File: src/logic/decoder_pkg.sv
package decoder_pkg;

  ////////////////////////////////////////
  // major opcodes and widths
  ////////////////////////////////////////

  localparam int unsigned INSN_W = 32;       // rv32 word, no compressed

  localparam logic [6:0] OPC_JAL    = 7'h6f;
  localparam logic [6:0] OPC_JALR   = 7'h67;
  localparam logic [6:0] OPC_BRANCH = 7'h63;
  localparam logic [6:0] OPC_LOAD   = 7'h03;
  localparam logic [6:0] OPC_STORE  = 7'h23;
  localparam logic [6:0] OPC_LUI    = 7'h37;
  localparam logic [6:0] OPC_AUIPC  = 7'h17;
  localparam logic [6:0] OPC_OPIMM  = 7'h13;
  localparam logic [6:0] OPC_OP     = 7'h33;
  localparam logic [6:0] OPC_SYSTEM = 7'h73;

  ////////////////////////////////////////
  // control encodings
  ////////////////////////////////////////

  typedef enum logic [4:0] {
    ALU_ADD, ALU_SUB, ALU_XOR, ALU_OR, ALU_AND,
    ALU_SLL, ALU_SRL, ALU_SRA,
    ALU_SLTS, ALU_SLTU,                      // sltu doubles as idle op
    ALU_EQ, ALU_NE, ALU_LTS, ALU_GES, ALU_LTU, ALU_GEU  // branch compares
  } alu_op_e;

  typedef enum logic [1:0] {OP_A_REGA, OP_A_CURRPC, OP_A_ZIMM, OP_A_ZERO} op_a_sel_e;
  typedef enum logic       {OP_B_REGB, OP_B_IMM} op_b_sel_e;
  typedef enum logic [2:0] {IMM_I, IMM_S, IMM_U, IMM_PCINCR, IMM_SB} imm_sel_e;

  typedef enum logic [1:0] {
    DT_WORD = 2'b00,
    DT_HALF = 2'b01,
    DT_BYTE = 2'b10
  } data_type_e;

  typedef enum logic [1:0] {CSR_NONE, CSR_WRITE, CSR_SET, CSR_CLEAR} csr_op_e;
  typedef enum logic [1:0] {BRANCH_NONE, BRANCH_JAL, BRANCH_JALR, BRANCH_COND} branch_e;

  // one fetched word, seen as R type or I type
  typedef union packed {
    struct packed {
      logic [6:0] funct7;
      logic [4:0] rs2;
      logic [4:0] rs1;
      logic [2:0] funct3;
      logic [4:0] rd;
      logic [6:0] opcode;
    } r_fmt;
    struct packed {
      logic [11:0] imm12;                    // also csr address / system func
      logic [4:0]  rs1;
      logic [2:0]  funct3;
      logic [4:0]  rd;
      logic [6:0]  opcode;
    } i_fmt;
  } insn_u;

  typedef struct packed {
    alu_op_e    alu_operator;
    op_a_sel_e  op_a_sel;
    op_b_sel_e  op_b_sel;
    imm_sel_e   imm_sel;
    logic       rega_used;
    logic       regb_used;
    logic       regfile_alu_we;              // alu / csr writeback port
    logic       regfile_mem_we;              // load writeback port
    logic       data_req;
    logic       data_we;
    data_type_e data_type;
    logic       data_sign_ext;
    logic       mult_en;
    logic       csr_access;
    csr_op_e    csr_op;
    branch_e    jump_in_id;
    branch_e    jump_target_sel;
    logic       illegal;
    logic       ecall;
    logic       trap;                        // ebreak
    logic       eret;
    logic       pipe_flush;                  // wfi
  } ctrl_t;

  localparam ctrl_t CTRL_IDLE = '{
    alu_operator:    ALU_SLTU,
    op_a_sel:        OP_A_REGA,
    op_b_sel:        OP_B_REGB,
    imm_sel:         IMM_I,
    rega_used:       1'b0,
    regb_used:       1'b0,
    regfile_alu_we:  1'b0,
    regfile_mem_we:  1'b0,
    data_req:        1'b0,
    data_we:         1'b0,
    data_type:       DT_WORD,
    data_sign_ext:   1'b0,
    mult_en:         1'b0,
    csr_access:      1'b0,
    csr_op:          CSR_NONE,
    jump_in_id:      BRANCH_NONE,
    jump_target_sel: BRANCH_NONE,
    illegal:         1'b0,
    ecall:           1'b0,
    trap:            1'b0,
    eret:            1'b0,
    pipe_flush:      1'b0
  };

endpackage

File: src/logic/flow_decoder.sv
`timescale 1ns/1ns

module flow_decoder (
  input  decoder_pkg::insn_u insn_i,
  output logic               hit_o,
  output decoder_pkg::ctrl_t ctrl_o
);

  always_comb begin
    hit_o  = 1'b1;
    ctrl_o = decoder_pkg::CTRL_IDLE;

    case (insn_i.r_fmt.opcode)
      decoder_pkg::OPC_JAL, decoder_pkg::OPC_JALR: begin
        // link value pc+4 goes through the alu
        ctrl_o.op_a_sel       = decoder_pkg::OP_A_CURRPC;
        ctrl_o.op_b_sel       = decoder_pkg::OP_B_IMM;
        ctrl_o.imm_sel        = decoder_pkg::IMM_PCINCR;
        ctrl_o.alu_operator   = decoder_pkg::ALU_ADD;
        ctrl_o.regfile_alu_we = 1'b1;
        ctrl_o.jump_in_id      = decoder_pkg::BRANCH_JAL;  // target pc + uj imm
        ctrl_o.jump_target_sel = decoder_pkg::BRANCH_JAL;
        if (insn_i.r_fmt.opcode == decoder_pkg::OPC_JALR) begin
          ctrl_o.jump_in_id      = decoder_pkg::BRANCH_JALR;  // target rs1 + i imm
          ctrl_o.jump_target_sel = decoder_pkg::BRANCH_JALR;
          ctrl_o.rega_used       = 1'b1;
          if (insn_i.r_fmt.funct3 != 3'b000) begin  // reserved encoding, do nothing
            ctrl_o.jump_in_id     = decoder_pkg::BRANCH_NONE;
            ctrl_o.regfile_alu_we = 1'b0;
          end
        end
      end

      decoder_pkg::OPC_BRANCH: begin
        ctrl_o.jump_in_id      = decoder_pkg::BRANCH_COND;
        ctrl_o.jump_target_sel = decoder_pkg::BRANCH_COND;
        ctrl_o.imm_sel         = decoder_pkg::IMM_SB;  // pc relative target
        ctrl_o.rega_used       = 1'b1;
        ctrl_o.regb_used       = 1'b1;
        case (insn_i.r_fmt.funct3)
          3'b000: ctrl_o.alu_operator = decoder_pkg::ALU_EQ;
          3'b001: ctrl_o.alu_operator = decoder_pkg::ALU_NE;
          3'b100: ctrl_o.alu_operator = decoder_pkg::ALU_LTS;
          3'b101: ctrl_o.alu_operator = decoder_pkg::ALU_GES;
          3'b110: ctrl_o.alu_operator = decoder_pkg::ALU_LTU;
          3'b111: ctrl_o.alu_operator = decoder_pkg::ALU_GEU;
          default: begin
            ctrl_o.illegal    = 1'b1;
            ctrl_o.jump_in_id = decoder_pkg::BRANCH_NONE;  // never take it
          end
        endcase
      end

      default: hit_o = 1'b0;                   // not a flow opcode
    endcase
  end

endmodule

File: src/logic/mem_decoder.sv
`timescale 1ns/1ns

module mem_decoder (
  input  decoder_pkg::insn_u insn_i,
  output logic               hit_o,
  output decoder_pkg::ctrl_t ctrl_o
);

  logic [2:0] funct3;
  logic       bad_access;                      // reserved size or rv64 only form

  assign funct3 = insn_i.r_fmt.funct3;

  always_comb begin
    hit_o      = 1'b1;
    bad_access = (funct3[1:0] == 2'b11);       // no double word on rv32
    ctrl_o     = decoder_pkg::CTRL_IDLE;

    // address is rs1 + imm for both directions
    ctrl_o.alu_operator = decoder_pkg::ALU_ADD;
    ctrl_o.op_b_sel     = decoder_pkg::OP_B_IMM;
    ctrl_o.rega_used    = 1'b1;

    case (funct3[1:0])
      2'b00:   ctrl_o.data_type = decoder_pkg::DT_BYTE;
      2'b01:   ctrl_o.data_type = decoder_pkg::DT_HALF;
      default: ctrl_o.data_type = decoder_pkg::DT_WORD;
    endcase

    case (insn_i.r_fmt.opcode)
      decoder_pkg::OPC_LOAD: begin
        ctrl_o.imm_sel        = decoder_pkg::IMM_I;
        ctrl_o.data_req       = 1'b1;
        ctrl_o.regfile_mem_we = 1'b1;
        ctrl_o.data_sign_ext  = ~funct3[2];    // lbu / lhu zero extend
        if (funct3 == 3'b110) bad_access = 1'b1;  // lwu
      end
      decoder_pkg::OPC_STORE: begin
        ctrl_o.imm_sel   = decoder_pkg::IMM_S;
        ctrl_o.regb_used = 1'b1;               // store data
        ctrl_o.data_req  = 1'b1;
        ctrl_o.data_we   = 1'b1;
        if (funct3[2]) bad_access = 1'b1;
      end
      default: begin
        hit_o      = 1'b0;
        bad_access = 1'b0;
      end
    endcase

    if (bad_access) begin                      // kill the bus request
      ctrl_o.illegal        = 1'b1;
      ctrl_o.data_req       = 1'b0;
      ctrl_o.data_we        = 1'b0;
      ctrl_o.regfile_mem_we = 1'b0;
      ctrl_o.regfile_alu_we = 1'b0;
    end
  end

endmodule

File: src/logic/alu_decoder.sv
`timescale 1ns/1ns

module alu_decoder (
  input  decoder_pkg::insn_u insn_i,
  output logic               hit_o,
  output decoder_pkg::ctrl_t ctrl_o
);

  logic [2:0] funct3;
  logic [6:0] shamt_hi;                        // imm12[11:5] of a shift immediate

  assign funct3   = insn_i.i_fmt.funct3;
  assign shamt_hi = insn_i.i_fmt.imm12[11:5];

  always_comb begin
    hit_o  = 1'b1;
    ctrl_o = decoder_pkg::CTRL_IDLE;
    ctrl_o.regfile_alu_we = 1'b1;              // all legal ops write rd

    case (insn_i.r_fmt.opcode)
      decoder_pkg::OPC_LUI, decoder_pkg::OPC_AUIPC: begin
        ctrl_o.op_a_sel     = (insn_i.r_fmt.opcode == decoder_pkg::OPC_LUI) ?
                              decoder_pkg::OP_A_ZERO : decoder_pkg::OP_A_CURRPC;
        ctrl_o.op_b_sel     = decoder_pkg::OP_B_IMM;
        ctrl_o.imm_sel      = decoder_pkg::IMM_U;
        ctrl_o.alu_operator = decoder_pkg::ALU_ADD;
      end

      ////////////////////////////////////////
      // register - immediate
      ////////////////////////////////////////
      decoder_pkg::OPC_OPIMM: begin
        ctrl_o.op_b_sel  = decoder_pkg::OP_B_IMM;
        ctrl_o.imm_sel   = decoder_pkg::IMM_I;
        ctrl_o.rega_used = 1'b1;
        case (funct3)
          3'b000: ctrl_o.alu_operator = decoder_pkg::ALU_ADD;   // addi
          3'b010: ctrl_o.alu_operator = decoder_pkg::ALU_SLTS;  // slti
          3'b011: ctrl_o.alu_operator = decoder_pkg::ALU_SLTU;  // sltiu
          3'b100: ctrl_o.alu_operator = decoder_pkg::ALU_XOR;
          3'b110: ctrl_o.alu_operator = decoder_pkg::ALU_OR;
          3'b111: ctrl_o.alu_operator = decoder_pkg::ALU_AND;
          3'b001: begin
            ctrl_o.alu_operator = decoder_pkg::ALU_SLL;
            ctrl_o.illegal      = (shamt_hi != 7'b000_0000);
          end
          default: begin                       // 101, srli or srai
            ctrl_o.alu_operator = shamt_hi[5] ? decoder_pkg::ALU_SRA : decoder_pkg::ALU_SRL;
            ctrl_o.illegal      = (shamt_hi != 7'b000_0000) && (shamt_hi != 7'b010_0000);
          end
        endcase
      end

      ////////////////////////////////////////
      // register - register
      ////////////////////////////////////////
      decoder_pkg::OPC_OP: begin
        ctrl_o.rega_used = 1'b1;
        ctrl_o.regb_used = 1'b1;
        case ({insn_i.r_fmt.funct7, funct3})
          {7'b000_0000, 3'b000}: ctrl_o.alu_operator = decoder_pkg::ALU_ADD;
          {7'b010_0000, 3'b000}: ctrl_o.alu_operator = decoder_pkg::ALU_SUB;
          {7'b000_0000, 3'b001}: ctrl_o.alu_operator = decoder_pkg::ALU_SLL;
          {7'b000_0000, 3'b010}: ctrl_o.alu_operator = decoder_pkg::ALU_SLTS;
          {7'b000_0000, 3'b011}: ctrl_o.alu_operator = decoder_pkg::ALU_SLTU;
          {7'b000_0000, 3'b100}: ctrl_o.alu_operator = decoder_pkg::ALU_XOR;
          {7'b000_0000, 3'b101}: ctrl_o.alu_operator = decoder_pkg::ALU_SRL;
          {7'b010_0000, 3'b101}: ctrl_o.alu_operator = decoder_pkg::ALU_SRA;
          {7'b000_0000, 3'b110}: ctrl_o.alu_operator = decoder_pkg::ALU_OR;
          {7'b000_0000, 3'b111}: ctrl_o.alu_operator = decoder_pkg::ALU_AND;
          {7'b000_0001, 3'b000}: ctrl_o.mult_en      = 1'b1;  // mul, low word only
          default:               ctrl_o.illegal      = 1'b1;
        endcase
      end

      default: begin
        hit_o                 = 1'b0;
        ctrl_o.regfile_alu_we = 1'b0;
      end
    endcase

    if (ctrl_o.illegal) begin                  // no writeback on bad encodings
      ctrl_o.regfile_alu_we = 1'b0;
      ctrl_o.mult_en        = 1'b0;
    end
  end

  // multiplier result always lands in rd through the alu port
  a_mul_writes_rd : assert property (@(insn_i) ctrl_o.mult_en |-> ctrl_o.regfile_alu_we);

endmodule

File: src/logic/system_decoder.sv
`timescale 1ns/1ns

module system_decoder (
  input  decoder_pkg::insn_u insn_i,
  output logic               hit_o,
  output decoder_pkg::ctrl_t ctrl_o
);

  logic [2:0] funct3;
  logic       no_regs;                         // rs1 and rd both x0

  assign funct3  = insn_i.i_fmt.funct3;
  assign no_regs = (insn_i.i_fmt.rs1 == 5'd0) && (insn_i.i_fmt.rd == 5'd0);

  always_comb begin
    hit_o  = (insn_i.i_fmt.opcode == decoder_pkg::OPC_SYSTEM);
    ctrl_o = decoder_pkg::CTRL_IDLE;

    if (funct3 == 3'b000) begin
      // priv ops, only the exact words are legal
      case ({no_regs, insn_i.i_fmt.imm12})
        {1'b1, 12'h000}: ctrl_o.ecall      = 1'b1;
        {1'b1, 12'h001}: ctrl_o.trap       = 1'b1;  // ebreak
        {1'b1, 12'h100}: ctrl_o.eret       = 1'b1;
        {1'b1, 12'h102}: ctrl_o.pipe_flush = 1'b1;  // wfi drains the pipe
        default:         ctrl_o.illegal    = 1'b1;
      endcase
    end else begin
      ctrl_o.csr_access     = 1'b1;
      ctrl_o.regfile_alu_we = 1'b1;            // old csr value to rd
      ctrl_o.op_b_sel       = decoder_pkg::OP_B_IMM;
      ctrl_o.imm_sel        = decoder_pkg::IMM_I;  // csr address in imm12
      if (funct3[2]) begin
        ctrl_o.op_a_sel  = decoder_pkg::OP_A_ZIMM;  // rs1 field as uimm
      end else begin
        ctrl_o.op_a_sel  = decoder_pkg::OP_A_REGA;
        ctrl_o.rega_used = 1'b1;
      end
      case (funct3[1:0])
        2'b01:   ctrl_o.csr_op = decoder_pkg::CSR_WRITE;
        2'b10:   ctrl_o.csr_op = decoder_pkg::CSR_SET;
        2'b11:   ctrl_o.csr_op = decoder_pkg::CSR_CLEAR;
        default: begin
          ctrl_o.illegal        = 1'b1;
          ctrl_o.csr_access     = 1'b0;
          ctrl_o.regfile_alu_we = 1'b0;
        end
      endcase
    end
  end

endmodule

File: src/logic/id_ex_reg.sv
`timescale 1ns/1ns

module id_ex_reg (
  input  logic                 clk,
  input  logic                 arst_n_i,
  input  logic                 deassert_we_i,  // stall level from controller
  input  decoder_pkg::ctrl_t   ctrl_i,
  output decoder_pkg::ctrl_t   ctrl_o,
  output decoder_pkg::branch_e jump_in_dec_o
);

  decoder_pkg::ctrl_t ctrl_gated;

  ////////////////////////////////////////
  // stall gating
  ////////////////////////////////////////
  always_comb begin
    ctrl_gated = ctrl_i;
    if (deassert_we_i) begin                   // squash side effects only
      ctrl_gated.regfile_alu_we = 1'b0;
      ctrl_gated.regfile_mem_we = 1'b0;
      ctrl_gated.data_req       = 1'b0;
      ctrl_gated.mult_en        = 1'b0;
      ctrl_gated.csr_op         = decoder_pkg::CSR_NONE;
      ctrl_gated.jump_in_id     = decoder_pkg::BRANCH_NONE;
      ctrl_gated.trap           = 1'b0;
      ctrl_gated.eret           = 1'b0;
      ctrl_gated.pipe_flush     = 1'b0;
    end
  end

  always_ff @(posedge clk or negedge arst_n_i) begin
    if (!arst_n_i) begin
      ctrl_o        <= decoder_pkg::CTRL_IDLE;
      jump_in_dec_o <= decoder_pkg::BRANCH_NONE;
    end else begin
      ctrl_o        <= ctrl_gated;
      jump_in_dec_o <= ctrl_i.jump_in_id;      // ungated, for the prefetcher
    end
  end

  // a store that was not stalled must reach the bus
  a_store_has_req : assert property (@(posedge clk) disable iff (!arst_n_i)
    ctrl_o.data_we && !$past(deassert_we_i) |-> ctrl_o.data_req);

endmodule

File: src/logic/riscv_decoder.sv
`timescale 1ns/1ns

module riscv_decoder (
  input  logic                 clk,
  input  logic                 arst_n_i,
  input  decoder_pkg::insn_u   instr_rdata_i,  // from the if/id register
  input  logic                 deassert_we_i,
  output decoder_pkg::ctrl_t   ctrl_o,
  output decoder_pkg::branch_e jump_in_dec_o
);

  logic [3:0]         hit;                     // flow, mem, alu, system
  decoder_pkg::ctrl_t flow_ctrl, mem_ctrl, alu_ctrl, sys_ctrl;
  decoder_pkg::ctrl_t ctrl_merged;

  if ($bits(decoder_pkg::insn_u) != decoder_pkg::INSN_W) begin : g_insn_w_chk
    $error("instruction union does not match INSN_W");
  end

  flow_decoder   i_flow_decoder   (.insn_i(instr_rdata_i), .hit_o(hit[3]), .ctrl_o(flow_ctrl));
  mem_decoder    i_mem_decoder    (.insn_i(instr_rdata_i), .hit_o(hit[2]), .ctrl_o(mem_ctrl));
  alu_decoder    i_alu_decoder    (.insn_i(instr_rdata_i), .hit_o(hit[1]), .ctrl_o(alu_ctrl));
  system_decoder i_system_decoder (.insn_i(instr_rdata_i), .hit_o(hit[0]), .ctrl_o(sys_ctrl));

  ////////////////////////////////////////
  // merge by hit flag
  ////////////////////////////////////////
  always_comb begin
    case (hit)
      4'b1000: ctrl_merged = flow_ctrl;
      4'b0100: ctrl_merged = mem_ctrl;
      4'b0010: ctrl_merged = alu_ctrl;
      4'b0001: ctrl_merged = sys_ctrl;
      default: begin                           // unknown opcode
        ctrl_merged         = decoder_pkg::CTRL_IDLE;
        ctrl_merged.illegal = 1'b1;
      end
    endcase
  end

  id_ex_reg i_id_ex_reg (
    .clk           (clk),
    .arst_n_i      (arst_n_i),
    .deassert_we_i (deassert_we_i),
    .ctrl_i        (ctrl_merged),
    .ctrl_o        (ctrl_o),
    .jump_in_dec_o (jump_in_dec_o)
  );

  // opcode classes never overlap across the decoders
  a_hit_onehot : assert property (@(posedge clk) disable iff (!arst_n_i) $onehot0(hit));

endmodule

File: config.mk
export PLATFORM = sky130hd
export DESIGN_NAME = riscv_decoder
export DESIGN_NICKNAME = d
export VERILOG_FILES = /design/src/logic/decoder_pkg.sv /design/src/logic/flow_decoder.sv /design/src/logic/mem_decoder.sv /design/src/logic/alu_decoder.sv /design/src/logic/system_decoder.sv /design/src/logic/id_ex_reg.sv /design/src/logic/riscv_decoder.sv
export SDC_FILE = /design/constraint.sdc
export NUM_CORES = 1
export LEC_CHECK = 0
export ABC_AREA = 1
export BUFFER_PORTS_ARGS = -buffer_cell sky130_fd_sc_hd__buf_2
export CAP_MARGIN = 20
export CORE_ASPECT_RATIO = 1.5
export CORE_UTILIZATION = 30
export DETAILED_ROUTE_END_ITERATION = 10
export SYNTH_ARGS = -nofsm -noshare
export SYNTH_HDL_FRONTEND = slang
export SYNTH_SLANG_ARGS = --single-unit
File: constraint.sdc
create_clock -name clk -period 1.01 [get_ports clk]
set_input_delay 0.101 -clock clk [delete_from_list [all_inputs] [get_ports clk]]
set_output_delay 0.101 -clock clk [all_outputs]
set_load 0.01 [all_outputs]
# == After elaboration in Yosys (flattened, before gate mapping) ==
# Cells that the tools add are included.
# Widths: inputs -> output; s select.
# word_totals
regBits,35
elab_cells,147
input_bits,35
output_inout_bits,35
# op_classes
eq_ne,39
bitwise_logic,1
n_mux,64
reduce_logical,20
# ops
operator,count
$pmux 33 s4,1
$eq 13x13->1 const B,4
$eq 10x3->1 const B,4
$mux 1,36
$pmux 4 s9,1
$pmux 5 s7,1
$pmux 4 s2,4
$eq 7x7->1 const B,4
$eq 7x6->1 const B,3
$eq 10x2->1 const B,2
$eq 10x9->1 const B,2
$pmux 3 s6,1
$pmux 5 s3,1
$eq 7x5->1 const B,2
$eq 3x3->1 const B,4
$mux 2,6
$mux 3,4
$mux 4,3
$reduce_or 6->1,2
$reduce_or 11->1,1
$eq 10x1->1 const B,1
$eq 10x4->1 const B,1
$logic_not 10->1,1
$logic_not 5->1,2
other kinds (23),33

# == Longest topological paths before layout ==
# depth
word_depth,8
mapped_depth,11
ltp_nobuf,10

# == By module ==
# From an unflattened synthesis, not the netlist that was laid out.
# hier_totals
hier_cells,580
area_unflattened_um2,3692.3
# modules_own_cells
module,cells_each,area_each_um2,n_inst,seq_area_each_um2
riscv_decoder,211,1039.7,1,0.0
id_ex_reg,58,972.2,1,878.3
alu_decoder,123,591.8,1,0.0
system_decoder,71,394.1,1,0.0
flow_decoder,60,355.3,1,0.0
mem_decoder,57,339.1,1,0.0

# == Worst setup path before layout ==
# OpenSTA, ideal clock, no wires.
# synth_path
kind,input port to flip-flop
from,in instr_rdata_i[13] in the netlist's numbering
to,"reg, netlist name i_id_ex_reg.ctrl_o[4]"
n_path_buf,1
path_slack_ns,-0.127
required_ns,0.883
cell_stages,10
t_arrival_ns,1.010
setup_time_ns,0.127
path_cell_list,buf_6 -> nor2_2 -> inv_2 -> nor2_1 -> nand2_1 -> nand2_1 -> nor2_1 -> nand3_2 -> nand2_1 -> nand3b_1
# synth_rtl
item,line,text
start: declaration,riscv_decoder.sv:6,"input decoder_pkg::insn_u instr_rdata_i,"

# == Final worst setup path ==
# layout_path
from,"reg, netlist name i_id_ex_reg.ctrl_o[31]"
to,out ctrl_o[31] in the netlist's numbering
# layout_rtl
item,line,text
end: declaration,riscv_decoder.sv:8,"output decoder_pkg::ctrl_t ctrl_o,"
# No word-level cell between the ends.

==> metrics <==
HPWL after DPL=4.29 mm; Gate power share=0.168; failing checks=setup timing; post-route insts no fill=around 450; Hold Path Depth=3; Max FO, Critical Path=1; slowest library cell on the worst path=dfstp_2; syn nets=between 200 and 300; Leakage=approximately 1.7 nW; total gr overflow=0; Antenna Nets Post-Route=0; Place WS=-0.347 ns; Mapped Area=1870 um2; RSZ-0062 raised after global routing=yes; layout cell share with drive strength beyond 1=0.485; VDD IR-drop max=0.431 mV; Buf/Inv on CP=1; Final Core Density=0.508; row cnt=34; post-synth top area share=0.428; CTS tree=yes; routed wire length=about 5.3 mm; TNS Setup=-0.0269 ns; Pwr Density=970 nW/um2; Seq cells post-synth=34; Psw=0.769 mW; final net count=409; register area share after synthesis=0.456; Synth Flop Type=dfrtp_1; Seq pwr share=0.475; Bufs on Longest Clock Path=2; Clock Power Share=0.357; Int Pwr=2.15 mW; DP Area=between 2000 and 3000 um2; TritonCTS Buffers=5; synth unique cells=30; GPL Wtd Cong=around 0.9; Layout area overhead=60.6%; Syn Area/Cell=around 7.6 um2; io pins=70; core region area=approximately 5900 um2; number of DRC markers in iteration 0=roughly 50; DP Cell Count=between 400 and 500; kind of cell adding the most delay to the critical path=flip-flops; Die Wd=approximately 66 um; die area=6560 um2; drt wl/cell=approximately 12 um; critical path's largest stage delay=approximately 0.54 ns; Worst setup EP type=primary output; WS Path Type=flop to primary output; root buffer cell=clkbuf_8; largest net degree at the start of global routing=21; CP arrival=0.92 ns; post-route cell area=roughly 3000 um2; final hold vios=0; number of flops mapped to enable cells by yosys=0; Max Slew Vio Count=0; Synth area leader=dfrtp_1; dominant cells by area after synthesis=dfrtp_1 43%, nand2_1 11%, nor2_1 8.8%; ANT cells=0; via count=approximately 2000; Starting Density=0.316; Worst Hold End=i_id_ex_reg.ctrl_o[0]; Critical Path RT=approximately 0.9 ns; number of global-route vias before repair=between 1500 and 2000; Min-Delay Path Class=input pin to flop; first-pass GRT wire length=between 8 and 9 mm; Tot GR Track Use=0.167; switching part of the total power=0.264; Final setup viols=2; H-tree depth=2; # DRC=0; Power, Total=slightly below 3 mW; crit path from=i_id_ex_reg.ctrl_o[31]; Ys Warns=0; final worst slack=-0.0147 ns; ys async rst share=1.00; CTS Sinks=34; DR pass1 iterations=4; initial antenna violation count=0; CP Launch Type=flop; number of port buffers=just under 70; Hold Path Origin=instr_rdata_i[21]; fin crit share=1.01; clk slew on worst S/H paths=approximately 0.070 ns; Via-to-Cell Ratio=4.56; fmax=between 0.9 and 1 GHz; CP Cell Sequence=buf_6; DIE HEIGHT=98.7 um; WHS=around 0.073 ns; status=finished, violations left; Max-cap violations=0; Syn Inst Count=roughly 250; Final min period=1.02 ns
[layout make-up]
type,instances,area [um2]
clock inverters,2,12.5
repair buffers,124,827
fillers,600,2910
inverters,35,140
well taps,72,90.1
flip-flops and latches,34,853
clock buffers,6,82.6
multi-input cells,174,998
[placed cells by master, fill, tap and decap left out, types with 4 or more instances in the layout]
| master | instances |
|---|---|
| buf_4 | 51 |
| nor2_2 | 12 |
| o21ai_0 | 4 |
| nor2_1 | 32 |
| buf_6 | 7 |
| clkbuf_8 | 6 |
| dfrtp_1 | 32 |
| nand3_1 | 19 |
| inv_1 | 27 |
| buf_2 | 62 |
| a21oi_1 | 6 |
| inv_2 | 5 |
| nor3_1 | 6 |
| nand2_1 | 52 |
| nor2_4 | 8 |
| nor3_2 | 5 |
[power by group through the flow]
stage	sequential (mW)	clock [mW]	combinational, mW
final	1.39	1.04	0.489
after floorplan	1.42	0	0.170
after global routing	1.39	1.11	0.539
after global placement	1.41	0	0.433
after detailed placement	1.41	0	0.437
after CTS	1.39	1.04	0.453
[layer usage]
metal | share of wire | vias up | wire [um] | GRT usage
met5 | 0 | - | 0 | 0
met4 | 0.026 | 0 | 139 | 0.0769
met3 | 0.030 | 13 | 159 | 0.0255
met2 | 0.58 | 45 | 3050 | 0.319
met1 | 0.37 | 946 | 1930 | 0.168
li1 | - | 1035 | - | -
[cells by family (layout without fill, tap and decap cells)]
kind of cell	after synthesis	after routing	share of synthesized area
AOI/OAI and AO/OA	19	19	0.0629
buffers and inverters	39	167	0.0863
DFF	34	34	0.456
other	1	1	0.00200
and+or+nand+nor	154	154	0.393
[worst max-delay path by stage]
stage / end / slack, ns / cells after the start
floorplan: i_id_ex_reg.ctrl_o[4] / -0.04 / 10
global placement: i_id_ex_reg.ctrl_o[4] / -0.33 / 7
detailed placement: i_id_ex_reg.ctrl_o[4] / -0.35 / 7
CTS: ctrl_o[28] / -0.02 / 1
global route: i_id_ex_reg.ctrl_o[4] / -0.09 / 9
finish: ctrl_o[31] / -0.01 / 1
[synth_stat cells (all sizes together), types with 2 or more instances]
cell type	n
inv	35
nor2	52
nor3	13
nand3	24
nand2	58
dfrtp	32
o2111ai	2
buf	3
a21oi	6
nand3b	2
o211ai	2
nand4	3
dfstp	2
o21ai	5
[flip-flops by register name, indices dropped and copies added (netlist names)]
name	count
i_id_ex_reg.ctrl_o	32
i_id_ex_reg.jump_in_dec_o	2
[repair_timing]
item	4_1_cts	5_1_grt
gates resized for setup	6	31
endpoints found under the hold margin	13	0
endpoints found under the setup margin	4	20
pin swaps	0	6
buffers inserted	1	3
hold buffers	2	0
No activity file was read; power rests on OpenSTA's default activity.
